**config.mk**
```make
export PLATFORM = sky130hd
export DESIGN_NAME = flow_select
export DESIGN_NICKNAME = d
export VERILOG_FILES = /design/src/line_pkg.sv /design/src/flow_ram.sv /design/src/flow_select.sv
export SDC_FILE = /design/constraint.sdc
export NUM_CORES = 1
export LEC_CHECK = 0
export BUFFER_PORTS_ARGS = -buffer_cell sky130_fd_sc_hd__buf_4
export CORE_AREA = 2 2 184 186
export CTS_CLUSTER_SIZE = 30
export DETAILED_ROUTE_END_ITERATION = 12
export DIE_AREA = 0 0 186 188
export MAX_ROUTING_LAYER = met4
export PLACE_DENSITY_LB_ADDON = 0.12
export RECOVER_POWER = 100
export SKIP_LAST_GASP = 1
export SYNTH_ARGS = -nofsm -noshare
export SYNTH_HDL_FRONTEND = slang
export SYNTH_HIERARCHICAL = 1
export SYNTH_SLANG_ARGS = --single-unit
export TNS_END_PERCENT = 10
```
**constraint.sdc**
```tcl
create_clock -name clk -period 6 [get_ports clk]
set_clock_uncertainty 0.05 [all_clocks]
set_input_delay 1.2 -clock clk [delete_from_list [all_inputs] [get_ports clk]]
set_output_delay 1.2 -clock clk [all_outputs]
set_load 0.05 [all_outputs]
```
**src/line_pkg.sv**
```systemverilog
`default_nettype none

package line_pkg;

    // flow count and tag width
    localparam int num_flows = 2;
    localparam int flow_w = $clog2(num_flows);

    // pixel and beat geometry
    localparam int pel_w = 18;
    localparam int pels_per_beat = 8;
    localparam int line_depth = 64;
    localparam int size_w = 7;
    localparam int addr_w = $clog2(line_depth);

    typedef logic [flow_w-1:0] flow_t;

    // pixel 0 sits in the low bits
    typedef logic [pels_per_beat-1:0][pel_w-1:0] pel_beat_t;

    // real_size is in pixels, a multiple of 8
    typedef struct packed {
        logic [size_w-1:0] ext_size;
        logic [size_w-1:0] real_size;
    } frame_size_t;

    typedef struct packed {
        logic              working;
        logic [addr_w-1:0] cnt_h;
        logic [size_w-1:0] cnt_v;
        logic [addr_w-1:0] max_h;
        logic [size_w-1:0] max_v;
    } flow_ctx_t;

    typedef struct packed {
        flow_t             tag;
        logic [addr_w-1:0] addr;
        pel_beat_t         beat;
    } line_cmd_t;

    typedef struct packed {
        flow_t     tag;
        pel_beat_t beat;
    } out_beat_t;

endpackage

`default_nettype wire

```
**src/flow_ram.sv**
```systemverilog
`default_nettype none

module flow_ram #(
    parameter type word_t = logic [7:0],
    parameter int depth = 2
) (
    input  wire logic                     clk,
    input  wire logic                     we,
    input  wire logic [$clog2(depth)-1:0] waddr,
    input  wire logic [$clog2(depth)-1:0] raddr,
    input  wire word_t                    wdata,
    output word_t                         rdata
);

    word_t mem [depth];

    // write lands at the edge
    always_ff @(posedge clk)
    begin
        if (we)
        begin
            mem[waddr] <= wdata;
        end
    end

    // combinational read, sees the old word during a write cycle
    assign rdata = mem[raddr];

endmodule

`default_nettype wire

```
**src/flow_select.sv**
```systemverilog
`default_nettype none

module flow_select (
    input  wire logic                          clk,
    input  wire logic                          rst,
    input  wire logic [line_pkg::num_flows-1:0] pel_empty,
    input  wire logic [line_pkg::num_flows-1:0] size_empty,
    input  wire logic [line_pkg::num_flows-1:0] out_full,
    input  wire line_pkg::pel_beat_t           pel_in [line_pkg::num_flows],
    input  wire line_pkg::frame_size_t         size_in [line_pkg::num_flows],
    output logic [line_pkg::num_flows-1:0]     pel_read,
    output logic [line_pkg::num_flows-1:0]     size_read,
    output logic                               cmd_valid,
    output line_pkg::line_cmd_t                cmd
);

    logic [line_pkg::num_flows-1:0] working;
    logic [line_pkg::num_flows-1:0] ready;
    logic                           fire;
    line_pkg::flow_t                fire_tag;
    logic                           line_fire;
    logic [line_pkg::size_w-1:0]    line_beats;
    line_pkg::flow_ctx_t            ctx_rd;
    line_pkg::flow_ctx_t            cur;
    line_pkg::flow_ctx_t            nxt;

    // per-flow context, read and written back in the firing cycle
    flow_ram #(
        .word_t(line_pkg::flow_ctx_t),
        .depth (line_pkg::num_flows)
    ) ctx_mem0 (
        .clk  (clk),
        .we   (fire),
        .waddr(fire_tag),
        .raddr(fire_tag),
        .wdata(nxt),
        .rdata(ctx_rd)
    );

    always_comb
    begin
        for (int i = 0; i < line_pkg::num_flows; i++)
        begin
            ready[i] = working[i] ? (!pel_empty[i] && !out_full[i]) : !size_empty[i];
        end
    end

    // fixed priority, lowest ready flow wins
    always_comb
    begin
        fire = 1'b0;
        fire_tag = '0;
        for (int i = line_pkg::num_flows - 1; i >= 0; i--)
        begin
            if (ready[i])
            begin
                fire = 1'b1;
                fire_tag = line_pkg::flow_t'(i);
            end
        end
    end

    // state bit comes from the reset vector, not the memory
    always_comb
    begin
        cur = ctx_rd;
        cur.working = working[fire_tag];
    end

    assign line_beats = size_in[fire_tag].real_size >> 3;

    always_comb
    begin
        nxt = cur;
        pel_read = '0;
        size_read = '0;
        line_fire = 1'b0;
        if (fire && !cur.working)
        begin
            // load frame size
            size_read[fire_tag] = 1'b1;
            nxt.working = 1'b1;
            nxt.max_h = line_beats[line_pkg::addr_w-1:0];
            nxt.max_v = size_in[fire_tag].ext_size;
            nxt.cnt_h = '0;
            nxt.cnt_v = '0;
        end
        else if (fire)
        begin
            pel_read[fire_tag] = 1'b1;
            line_fire = 1'b1;
            if (cur.cnt_h < cur.max_h - 1'b1)
            begin
                nxt.cnt_h = cur.cnt_h + 1'b1;
            end
            else if (cur.cnt_v < cur.max_v - 1'b1)
            begin
                nxt.cnt_h = '0;
                nxt.cnt_v = cur.cnt_v + 1'b1;
            end
            else
            begin
                // end of frame
                nxt.cnt_h = '0;
                nxt.cnt_v = '0;
                nxt.working = 1'b0;
            end
        end
    end

    always_ff @(posedge clk)
    begin
        if (rst)
        begin
            working <= '0;
            cmd_valid <= 1'b0;
        end
        else
        begin
            if (fire)
            begin
                working[fire_tag] <= nxt.working;
            end
            cmd_valid <= line_fire;
        end
    end

    always_ff @(posedge clk)
    begin
        if (line_fire)
        begin
            cmd.tag <= fire_tag;
            cmd.addr <= cur.cnt_h;
            cmd.beat <= pel_in[fire_tag];
        end
    end

    a_single_read: assert property (@(posedge clk) disable iff (rst)
        $onehot0({pel_read, size_read}));

    a_full_blocks: assert property (@(posedge clk) disable iff (rst)
        (pel_read & out_full) == '0);

endmodule

`default_nettype wire

```
# After elaboration in Yosys (flattened, before gate mapping)
# Memory sizes are Yosys's and may differ from the RTL's.
# Cells that the tools add are included.
[op_classes] reduce_logical=11 n_mux=30 n_bitwise=1 addsub=4 magnitude_cmp=5
[op_table] op="144-bit two-way mux" count=3
[op_table] op="14-bit two-way mux" count=5
[op_table] op="7-bit two-way mux" count=2
[op_table] op="1-bit two-way mux" count=13
[op_table] op="13-bit two-way mux" count=1
[op_table] op="7-bit by 1-bit adder with 7-bit output (second input constant)" count=1
[op_table] op="1-bit logical NOT" count=7
[op_table] op="7-bit < comparator" count=1
[op_table] op="7-bit by 1-bit subtractor with 7-bit output (second input constant)" count=1
[op_table] op="6-bit by 1-bit adder with 6-bit output (second input constant)" count=1
[op_table] op="6-bit < comparator" count=1
[op_table] op="2-bit two-way mux" count=3
[op_table] op="6-bit two-way mux" count=1
[op_table] op="6-bit by 1-bit subtractor with 6-bit output (second input constant)" count=1
[op_table] op="1-bit logical AND" count=4
[op_table] op="2-bit bitwise mux" count=1
[op_table] op="2-bit >= comparator (second input constant)" count=1
[op_table] op="1-bit by 2-bit < comparator with 1-bit output (second input constant)" count=1
[op_table] op="1-bit inverter with 2-bit output" count=1
[op_table] op="1-bit demux with 1-bit select" count=1
[op_table] op="1-bit >= comparator (second input constant)" count=1
[word_totals] mem_count=1 inputBits=324 reg_bits=154 out_inout_bits=156 word_cells=64 mem_bits_rw=54
[mem_list] name="ctx_mem0.mem" words=2 word_bits=27 read_ports=1 rd_clocked_by_memory_dff=0 write_ports=1 line="flow_ram.sv:15" rtl="word_t mem [depth];"

# Depth between registers and ports, before layout
# Gate-level depths: netlist (run 1).
# An unclocked memory read counts as a cell.
[depth] ltp_word=13 mapped_depth=18 depth_no_buf=14

# Hierarchy
# Netlist (run 1), hierarchy kept.
[modules_own_cells] module="flow_select" cells_per_inst=474 instances=1 area_per_inst_um2=8049.0 seq_area_each_um2=4594.4
[modules_own_cells] module="flow_ram" cells_per_inst=86 instances=1 area_per_inst_um2=2064.5 seq_area_each_um2=1621.6

# Worst setup path after synthesis (run 1)
# No wires, ideal clock.
[synth_timing] path_kind="in2reg" from="in pel_empty[0] (netlist bit)" to="mem ctx_mem0/mem[0][19] (netlist bit) (data pin)" setup_time_ps=197 path_slack_ps=1028 t_required_ps=5753 path_stages=17 arrival_ps=4725 path_buffers=4 cell_sequence="nor3b_4 -> nor2_2 -> o21a_2 -> buf_6 -> buf_8 -> buf_6 -> buf_12 -> mux2_4 -> nor3_1 -> nand3b_1 -> xor2_1 -> ha_1 -> a21oi_1 -> o21ai_0 -> nor2_1 -> o21ai_0 -> o311ai_1"
[synth_rtl] item="start, declared" line="flow_select.sv:6" rtl="input wire logic [line_pkg::num_flows-1:0] pel_empty,"
[synth_rtl] item="end, declared" line="flow_ram.sv:15"

==> results of run 1 <==
==> stage by stage <==
stage | setup WS [ps] | cells | hold WS [ps]
2_1_floorplan | 1031 | 556 | 465.5
3_3_place_gp | 935.7 | 1464 | 520.5
3_5_place_dp | 898.6 | 1464 | 539.4
4_1_cts | 1448 | 1506 | 547.1
5_1_grt | 545.4 | 1508 | 567.7
6_report | 1046 | 1508 | 538.0
==> critical path: cells and delay by family <==
kind                     cells  cell delay (ps)
buffers and inverters        2              770
AND/OR/NAND/NOR              4              800
adder cells (fa/ha/maj)      1              260
multiplexers                 1              430
XOR/XNOR                     1              160
AO/OA/AOI/OAI                5             1560
==> registers in the layout, indices dropped and copies added (netlist names) <==
name	flops
cmd	151
ctx_mem0/mem	52
working	2
cmd_valid	1
==> power by group through the flow <==
| stage | registers, W | logic (W) | clock network, W |
|---|---|---|---|
| finish | 0.00176 | 0.000872 | 0.00138 |
| global route | 0.00176 | 0.000958 | 0.00149 |
| CTS | 0.00175 | 0.00105 | 0.00144 |
| detailed placement | 0.00178 | 0.00104 | 0 |
| global placement | 0.00178 | 0.00103 | 0 |
| floorplan | 0.00192 | 0.000562 | 0 |
==> worst max path at each step <==
stage,start,end,slack [ps],cells past startpoint
floorplan,pel_empty[0],ctx_mem0/mem[0][19]$_DFFE_PP_,1030,17
global placement,size_empty[0],ctx_mem0/mem[0][19]$_DFFE_PP_,940,13
detailed placement,size_empty[0],ctx_mem0/mem[1][19]$_DFFE_PP_,900,13
CTS,size_empty[0],ctx_mem0/mem[0][19]$_DFFE_PP_,1450,13
global route,size_empty[0],ctx_mem0/mem[0][19]$_DFFE_PP_,550,14
finish,size_empty[0],ctx_mem0/mem[0][19]$_DFFE_PP_,1050,14
==> area by class of cell <==
cell class	instances	share of cell area, %
Multi-Input combinational cell	310	21.98
Clock inverter	12	0.4162
Clock buffer	30	5.078
Sequential cell	206	45.51
Tap cell	448	4.144
Inverter	17	0.4717
Timing Repair Buffer	483	22.37
Antenna cell	2	0.03700
==> metal layers <==
metal  up-vias  track usage, %
li1       3169               -
met1      3223           18.41
met2       282           30.98
met3        51           6.157
met4         0           5.300
met5         -               -
==> impl_metrics.ini, run 1 <==
[status]
status = complete, but fails checks
violations = capacitance limit, slew limit

[placement]
gp_congestion = 0.7916
post-dp-hpwl_um = 23800
port_buffers = 473
placed_area_um2 = 13970

[power_and_ir_drop]
switching_share_pct = 27.82
power-per-cell-area_nw_per_um2 = 296.4
total_power_w = 0.004010
intPower_w = 0.002894
leakage_nw = 5.194
power_frac_seq_pct = 43.8
pwr-share-comb_pct = 21.7
clockPowerShare_pct = 34.5
vdd_drop_max_mv = 0.1843
p_sw_w = 0.001115

[sta]
fin_crit_sh_pct = 82.57
clock.fmax_mhz = 201.9
rsz0062_at_grt = false
finalSetupTns_ps = 0
finalHoldViolCount = 0
slew_violations = 187
fin_crit_ps = 4954
tightestPinTransition_ps = 2631
final-setup-viol-count = 0
slew_headroom_pct = -75.37

[floorplan]
core_area_um2 = 33110
die_w_um = 186
dieArea_um2 = 34970
start_util_pct = 30.30
io_pins = 480
die_h_um = 188
core.rowCount = 67

[worst_setup_path]
crit_required_ps = 6240
ff2ff_setup_slack_ps = 1470
startpoint_type = input port
r2r_end = ctx_mem0/mem[0][19]$_DFFE_PP_
end_kind = flop
path_class = in2reg
arrival_ps = 5190
r2r_cells = 12
path_cells = buf_4, nor2_2, clkbuf_1, nor2_1, o21a_4, mux2_1, nor3_1, xnor2_1, ha_1, a2111oi_0, o21ai_1, nand2_1, o21ai_0, o311ai_1
critical_path.max_stage_delay_ps = 650
path_max_fanout = 24
critical_path.slowest_cell = clkbuf_1
r2r_start = working[0]$_SDFFE_PP0P_

[clocking]
clockBufferDepth = 3
h-tree-depth = 1
clk_latency_ps = 520
cts_hold_buffers = 0
cts.sinks = 206
cts_resized = 0
tritoncts = done
cts-root-buf = clkbuf_16
cts_setup_buffers = 0
clk_pin_slew_ps = 60
cts_inserted_buffers = 26

[route]
wl_met2_um = 16020
remaining_drc_errors = 0
wl_per_cell_um = 20.66
first_pass_iters = 4
detail-route-antenna-nets = 0
via_per_inst = 4.460
drt_iter0_markers = 338
wl_met1_um = 11320
wl_met3_um = 2857
num_vias = 6725
wl_um = 31150
routed.top_layer = met4

[final_layout]
stdcell_area_um2 = 13530
final_nets = 1383
seq_area_um2 = 6156
drive_above_1_share_pct = 36.11
utilization_pct = 40.85
synthToLayoutAreaGrowth_pct = 34.82
layout_common_cells = buf_4, edfxtp_1, clkbuf_1
multi_input_area_um2 = 2973
final_common_cell = buf_4
fillers = 3330

[flow_run]
max_cap_viol_count = 3

[min_path]
hold_depth = 2
hold_end = working[0]$_SDFFE_PP0P_
hp-class = reg2reg
hold_path.startpoint = working[0]$_SDFFE_PP0P_

[grt]
grt_pass1_vias = 7099
antenna_found_initial = 3
grtUsageTotal_pct = 17.62
grt_max_degree = 99
grt_first_pass_wirelength_um = 43830
grt_overflow_total = 0

[logic_synthesis]
synth_fp_nets = 895
netlist_area_um2 = 10030
syn_area_per_cell_um2 = 18.05
syn_inst = 556
yosysWarnings = 6
No activity file was read; power rests on OpenSTA's default activity.
==> run 2: changes to the inputs <==
Clock period 6 ns to 5.16 ns, I/O delays scaled along.
==> impl_metrics.ini, run 2 (synthesized netlist as in run 1, its figures left out) <==
[status]
status = complete, but fails checks
violations = capacitance limit, slew limit

[clocking]
tritoncts = done
clk_pin_slew_ps = 60
cts_hold_buffers = 0
cts_setup_buffers = 0
cts-root-buf = clkbuf_16
h-tree-depth = 1
cts_inserted_buffers = 25
clockBufferDepth = 3
cts_resized = 0
clk_latency_ps = 510
cts.sinks = 206

[power_and_ir_drop]
clockPowerShare_pct = 35.1
intPower_w = 0.003412
vdd_drop_max_mv = 0.2046
leakage_nw = 5.202
p_sw_w = 0.001299
pwr-share-comb_pct = 21.6
switching_share_pct = 27.58
power_frac_seq_pct = 43.3
power-per-cell-area_nw_per_um2 = 347.7

[min_path]
hold_path.startpoint = working[0]$_SDFFE_PP0P_
hold_end = working[0]$_SDFFE_PP0P_
hold_depth = 2
hp-class = reg2reg

[worst_setup_path]
end_kind = flop
r2r_start = working[1]$_SDFFE_PP0P_
crit_required_ps = 5340
path_cells = clkbuf_1, nor2_1, buf_4, nor4_1, clkinv_1, and2_0, buf_4
r2r_end = ctx_mem0/mem[1][19]$_DFFE_PP_
critical_path.max_stage_delay_ps = 1610
path_max_fanout = 20
crit_path_frequent_cell = buf_4
r2r_cells = 10
path_class = in2reg
ff2ff_setup_slack_ps = 980
critical_path.slowest_cell = nor4_1
arrival_ps = 4610
startpoint_type = input port

[route]
num_vias = 6703
wl_per_cell_um = 20.61
detail-route-antenna-nets = 0
drt_iter0_markers = 253
wl_um = 31190
first_pass_iters = 4
via_per_inst = 4.430
remaining_drc_errors = 0

[floorplan]
core.rowCount = 67
start_util_pct = 30.30
die_h_um = 188
die_w_um = 186
io_pins = 480
core_area_um2 = 33110
dieArea_um2 = 34970

[final_layout]
regMostFlops = cmd
synthToLayoutAreaGrowth_pct = 35.02
final_nets = 1384
largest_reg_flops = 151
drive_above_1_share_pct = 35.88
largestRegisters = cmd x151, ctx_mem0/mem x52, working x2
utilization_pct = 40.91
final_common_cell = buf_4
layout_common_cells = buf_4, edfxtp_1, clkbuf_1

[grt]
grt_max_degree = 102
grtUsageTotal_pct = 17.55
grt_first_pass_wirelength_um = 43650
grt_pass1_vias = 7044
antenna_found_initial = 5
grt_overflow_total = 0

[sta]
fin_crit_ps = 4424
finalHoldViolCount = 0
fin_crit_sh_pct = 85.73
clock.fmax_mhz = 226.0
hold_slack_ps = 527.9
slew_violations = 192
final-setup-viol-count = 0
rsz0062_at_grt = false
slew_headroom_pct = -93.42
tightestPinTransition_ps = 2901
finalSetupTns_ps = 0
fin_ws_ps = 736.1

[placement]
port_buffers = 473
gp_congestion = 0.7880
place_ws_ps = 476.7
post-dp-hpwl_um = 23960

[flow_run]
max_cap_viol_count = 4
==> run 2: changes by cell type in the layout (fill, tap and decap cells not counted), sizes merged <==
cell      change
bufinv        +2
clkbuf        +1
inv           -1
buf           -2
diode         +1
clkinv        +5
clkinvlp      -1
==> run 2: through the flow <==
stage	instance area, um^2	cells	power, W
after detailed placement	13980	1466	0.003290
after CTS	14740	1510	0.004964
final	13550	1513	0.004711
after global placement	13980	1466	0.003275
after global routing	13550	1513	0.004941
after floorplan	10030	556	0.002886
==> run 2: area by class of cell <==
class | instances | area (um^2)
fill | 3361 | 19570
sequential | 206 | 6156
timing repair buffer | 485 | 3025
multi-input combinational | 310 | 2975
clock buffer | 27 | 633.1
tap | 448 | 560.5
clock inverter | 17 | 125.1
inverter | 17 | 63.81
antenna | 3 | 7.507
==> run 2: how the worst max path moves through the flow <==
stage | from | endpoint | slack (ps) | depth (start not counted)
finish | size_empty[0] | ctx_mem0/mem[1][0]$_DFFE_PP_ | 740 | 7
global route | pel_empty[1] | ctx_mem0/mem[0][19]$_DFFE_PP_ | 370 | 11
CTS | pel_empty[1] | ctx_mem0/mem[1][19]$_DFFE_PP_ | 1040 | 14
floorplan | pel_empty[0] | ctx_mem0/mem[0][19]$_DFFE_PP_ | 360 | 17
global placement | pel_empty[1] | ctx_mem0/mem[0][19]$_DFFE_PP_ | 540 | 14
detailed placement | pel_empty[1] | ctx_mem0/mem[1][19]$_DFFE_PP_ | 480 | 14
==> run 2: per-layer routing <==
layer | global-route usage (%) | up-vias | part of all wire, %
li1 | - | 3160 | -
met1 | 18.72 | 3218 | 37
met2 | 30.97 | 280 | 53
met3 | 5.632 | 45 | 8.1
met4 | 4.846 | 0 | 2.1
met5 | - | - | 0
==> run 2: critical path: cells and delay by family <==
kind	cells	cell delay (ps)
simple gates	3	2190
buf+inv	4	1370
==> run 2: power groups by stage <==
stage | combinational, W | clock, W | sequential (W)
after floorplan | 0.000653 | 0 | 0.00223
after global placement | 0.00121 | 0 | 0.00207
after detailed placement | 0.00122 | 0 | 0.00207
after CTS | 0.00122 | 0.00170 | 0.00204
after global routing | 0.00113 | 0.00176 | 0.00205
final | 0.00102 | 0.00165 | 0.00204
==> run 3: changes to the inputs <==
Settings changed: BUFFER_PORTS_ARGS -buffer_cell sky130_fd_sc_hd__buf_4 to -buffer_cell sky130_fd_sc_hd__buf_2, HOLD_SLACK_MARGIN set to 0.06.
==> impl_metrics.ini, run 3 (synthesized netlist as in run 1, its figures left out) <==
[grt]
grt_pass1_vias = 6867
grt_first_pass_wirelength_um = 42280
grtUsageTotal_pct = 16.93
grt_overflow_total = 0
antenna_found_initial = 7
grt_max_degree = 102

[power_and_ir_drop]
vdd_drop_max_mv = 0.1982
power-per-cell-area_nw_per_um2 = 371.2
total_power_w = 0.004753
leakage_nw = 4.954

[final_layout]
synthToLayoutAreaGrowth_pct = 27.63
final_common_cell = buf_2
final_nets = 1384
largest_reg_flops = 151
layout_common_cells = buf_2, edfxtp_1, clkbuf_1
instances_no_fill = 1514
regMostFlops = cmd
drive_above_1_share_pct = 35.78
largestRegisters = cmd x151, ctx_mem0/mem x52, working x2
fillers = 3415

[sta]
finalSetupTns_ps = 0
final-setup-viol-count = 0
hold_slack_ps = 526.0
rsz0062_at_grt = false
fin_crit_sh_pct = 88.41
clock.fmax_mhz = 219.2
fin_crit_ps = 4562
slew_violations = 113
finalHoldViolCount = 0
tightestPinTransition_ps = 2713
slew_headroom_pct = -80.84

[worst_setup_path]
arrival_ps = 4770
path_class = in2reg
end_kind = flop
crit_end = ctx_mem0/mem[1][15]$_DFFE_PP_
r2r_start = working[0]$_SDFFE_PP0P_
r2r_cells = 6
startpoint_type = input port
crit_start = size_empty[0]
ff2ff_setup_slack_ps = 850
path_max_fanout = 16
r2r_end = ctx_mem0/mem[1][15]$_DFFE_PP_
crit_required_ps = 5370

[flow_run]
max_cap_viol_count = 2

[route]
wl_per_cell_um = 19.85
remaining_drc_errors = 0
num_vias = 6660
wl_um = 30050
first_pass_iters = 5
drt_iter0_markers = 215
via_per_inst = 4.399
detail-route-antenna-nets = 0

[placement]
dp_cells = 1466
post-dp-hpwl_um = 22990
port_buffers = 473
gp_congestion = 0.7922

[clocking]
cts_hold_buffers = 0
clockBufferDepth = 3
cts-root-buf = clkbuf_16
cts_setup_buffers = 0
clk_latency_ps = 510
cts.sinks = 206
clk_pin_slew_ps = 60
tritoncts = done
cts_inserted_buffers = 25
h-tree-depth = 1
cts_resized = 0

[floorplan]
io_pins = 480
start_util_pct = 30.30
core_area_um2 = 33110
core.rowCount = 67
die_w_um = 186
die_h_um = 188
dieArea_um2 = 34970

[min_path]
hp-class = reg2reg

[status]
status = complete, but fails checks
violations = capacitance limit, slew limit
## run 3: cell count changes in the layout (fill, tap and decap cells not counted), moves of 2 or more
cell / previous run / this run
buf_2: 0 / 315
buf_4: 320 / 7
bufinv_16: 2 / 4
clkinv_1: 9 / 5
mux2_1: 151 / 154
mux2_4: 14 / 11
## run 3: layout make-up
type                    count  area [um^2]  area share (%)
diodes                      4        10.01         0.07816
flip-flops and latches    206         6156           48.07
repair buffers            485         2245           17.53
inverters                  17        63.81          0.4983
well taps                 448        560.5           4.377
clock inverters            14        165.2           1.290
clock buffers              30        644.4           5.032
multi-input cells         310         2962           23.13
## run 3: through the flow
stage	worst slack [ps]	cell area [um^2]	util (%)
6_report	598.0	12810	38.67
5_1_grt	223.6	12800	38.67
4_1_cts	748.6	13610	41.10
3_5_place_dp	212.4	12800	38.65
3_3_place_gp	267.3	12800	38.65
2_1_floorplan	359.2	10030	-
## run 3: worst min path at each step
stage                                       start                       to  cells past startpoint
after CTS                 working[1]$_SDFFE_PP0P_  working[1]$_SDFFE_PP0P_                      2
after global routing      working[0]$_SDFFE_PP0P_  working[0]$_SDFFE_PP0P_                      2
after detailed placement  working[1]$_SDFFE_PP0P_  working[1]$_SDFFE_PP0P_                      2
after floorplan           working[0]$_SDFFE_PP0P_  working[0]$_SDFFE_PP0P_                      2
final                     working[1]$_SDFFE_PP0P_  working[1]$_SDFFE_PP0P_                      2
after global placement    working[1]$_SDFFE_PP0P_  working[1]$_SDFFE_PP0P_                      2
## run 3: metal layers
| metal | vias to the layer above | part of all wire [%] | GRT usage [%] |
|---|---|---|---|
| met2 | 258 | 52 | 30.20 |
| met3 | 36 | 8.3 | 5.535 |
| met5 | - | 0 | - |
| met4 | 0 | 1.9 | 3.907 |
| li1 | 3175 | - | - |
| met1 | 3191 | 37 | 18.04 |
## run 3: where the power goes
| group | switching (W) | internal, W |
|---|---|---|
| registers | 0.0000257 | 0.00201 |
| clock network | 0.000679 | 0.00108 |
| logic | 0.000599 | 0.000354 |
## run 3: worst max-delay path, stage by stage
cell	delay, ps
clkbuf_1	120
nor2_1	80
clkbuf_1	340
nor4_1	1640
clkinv_1	690
and2_0	550
buf_4	320
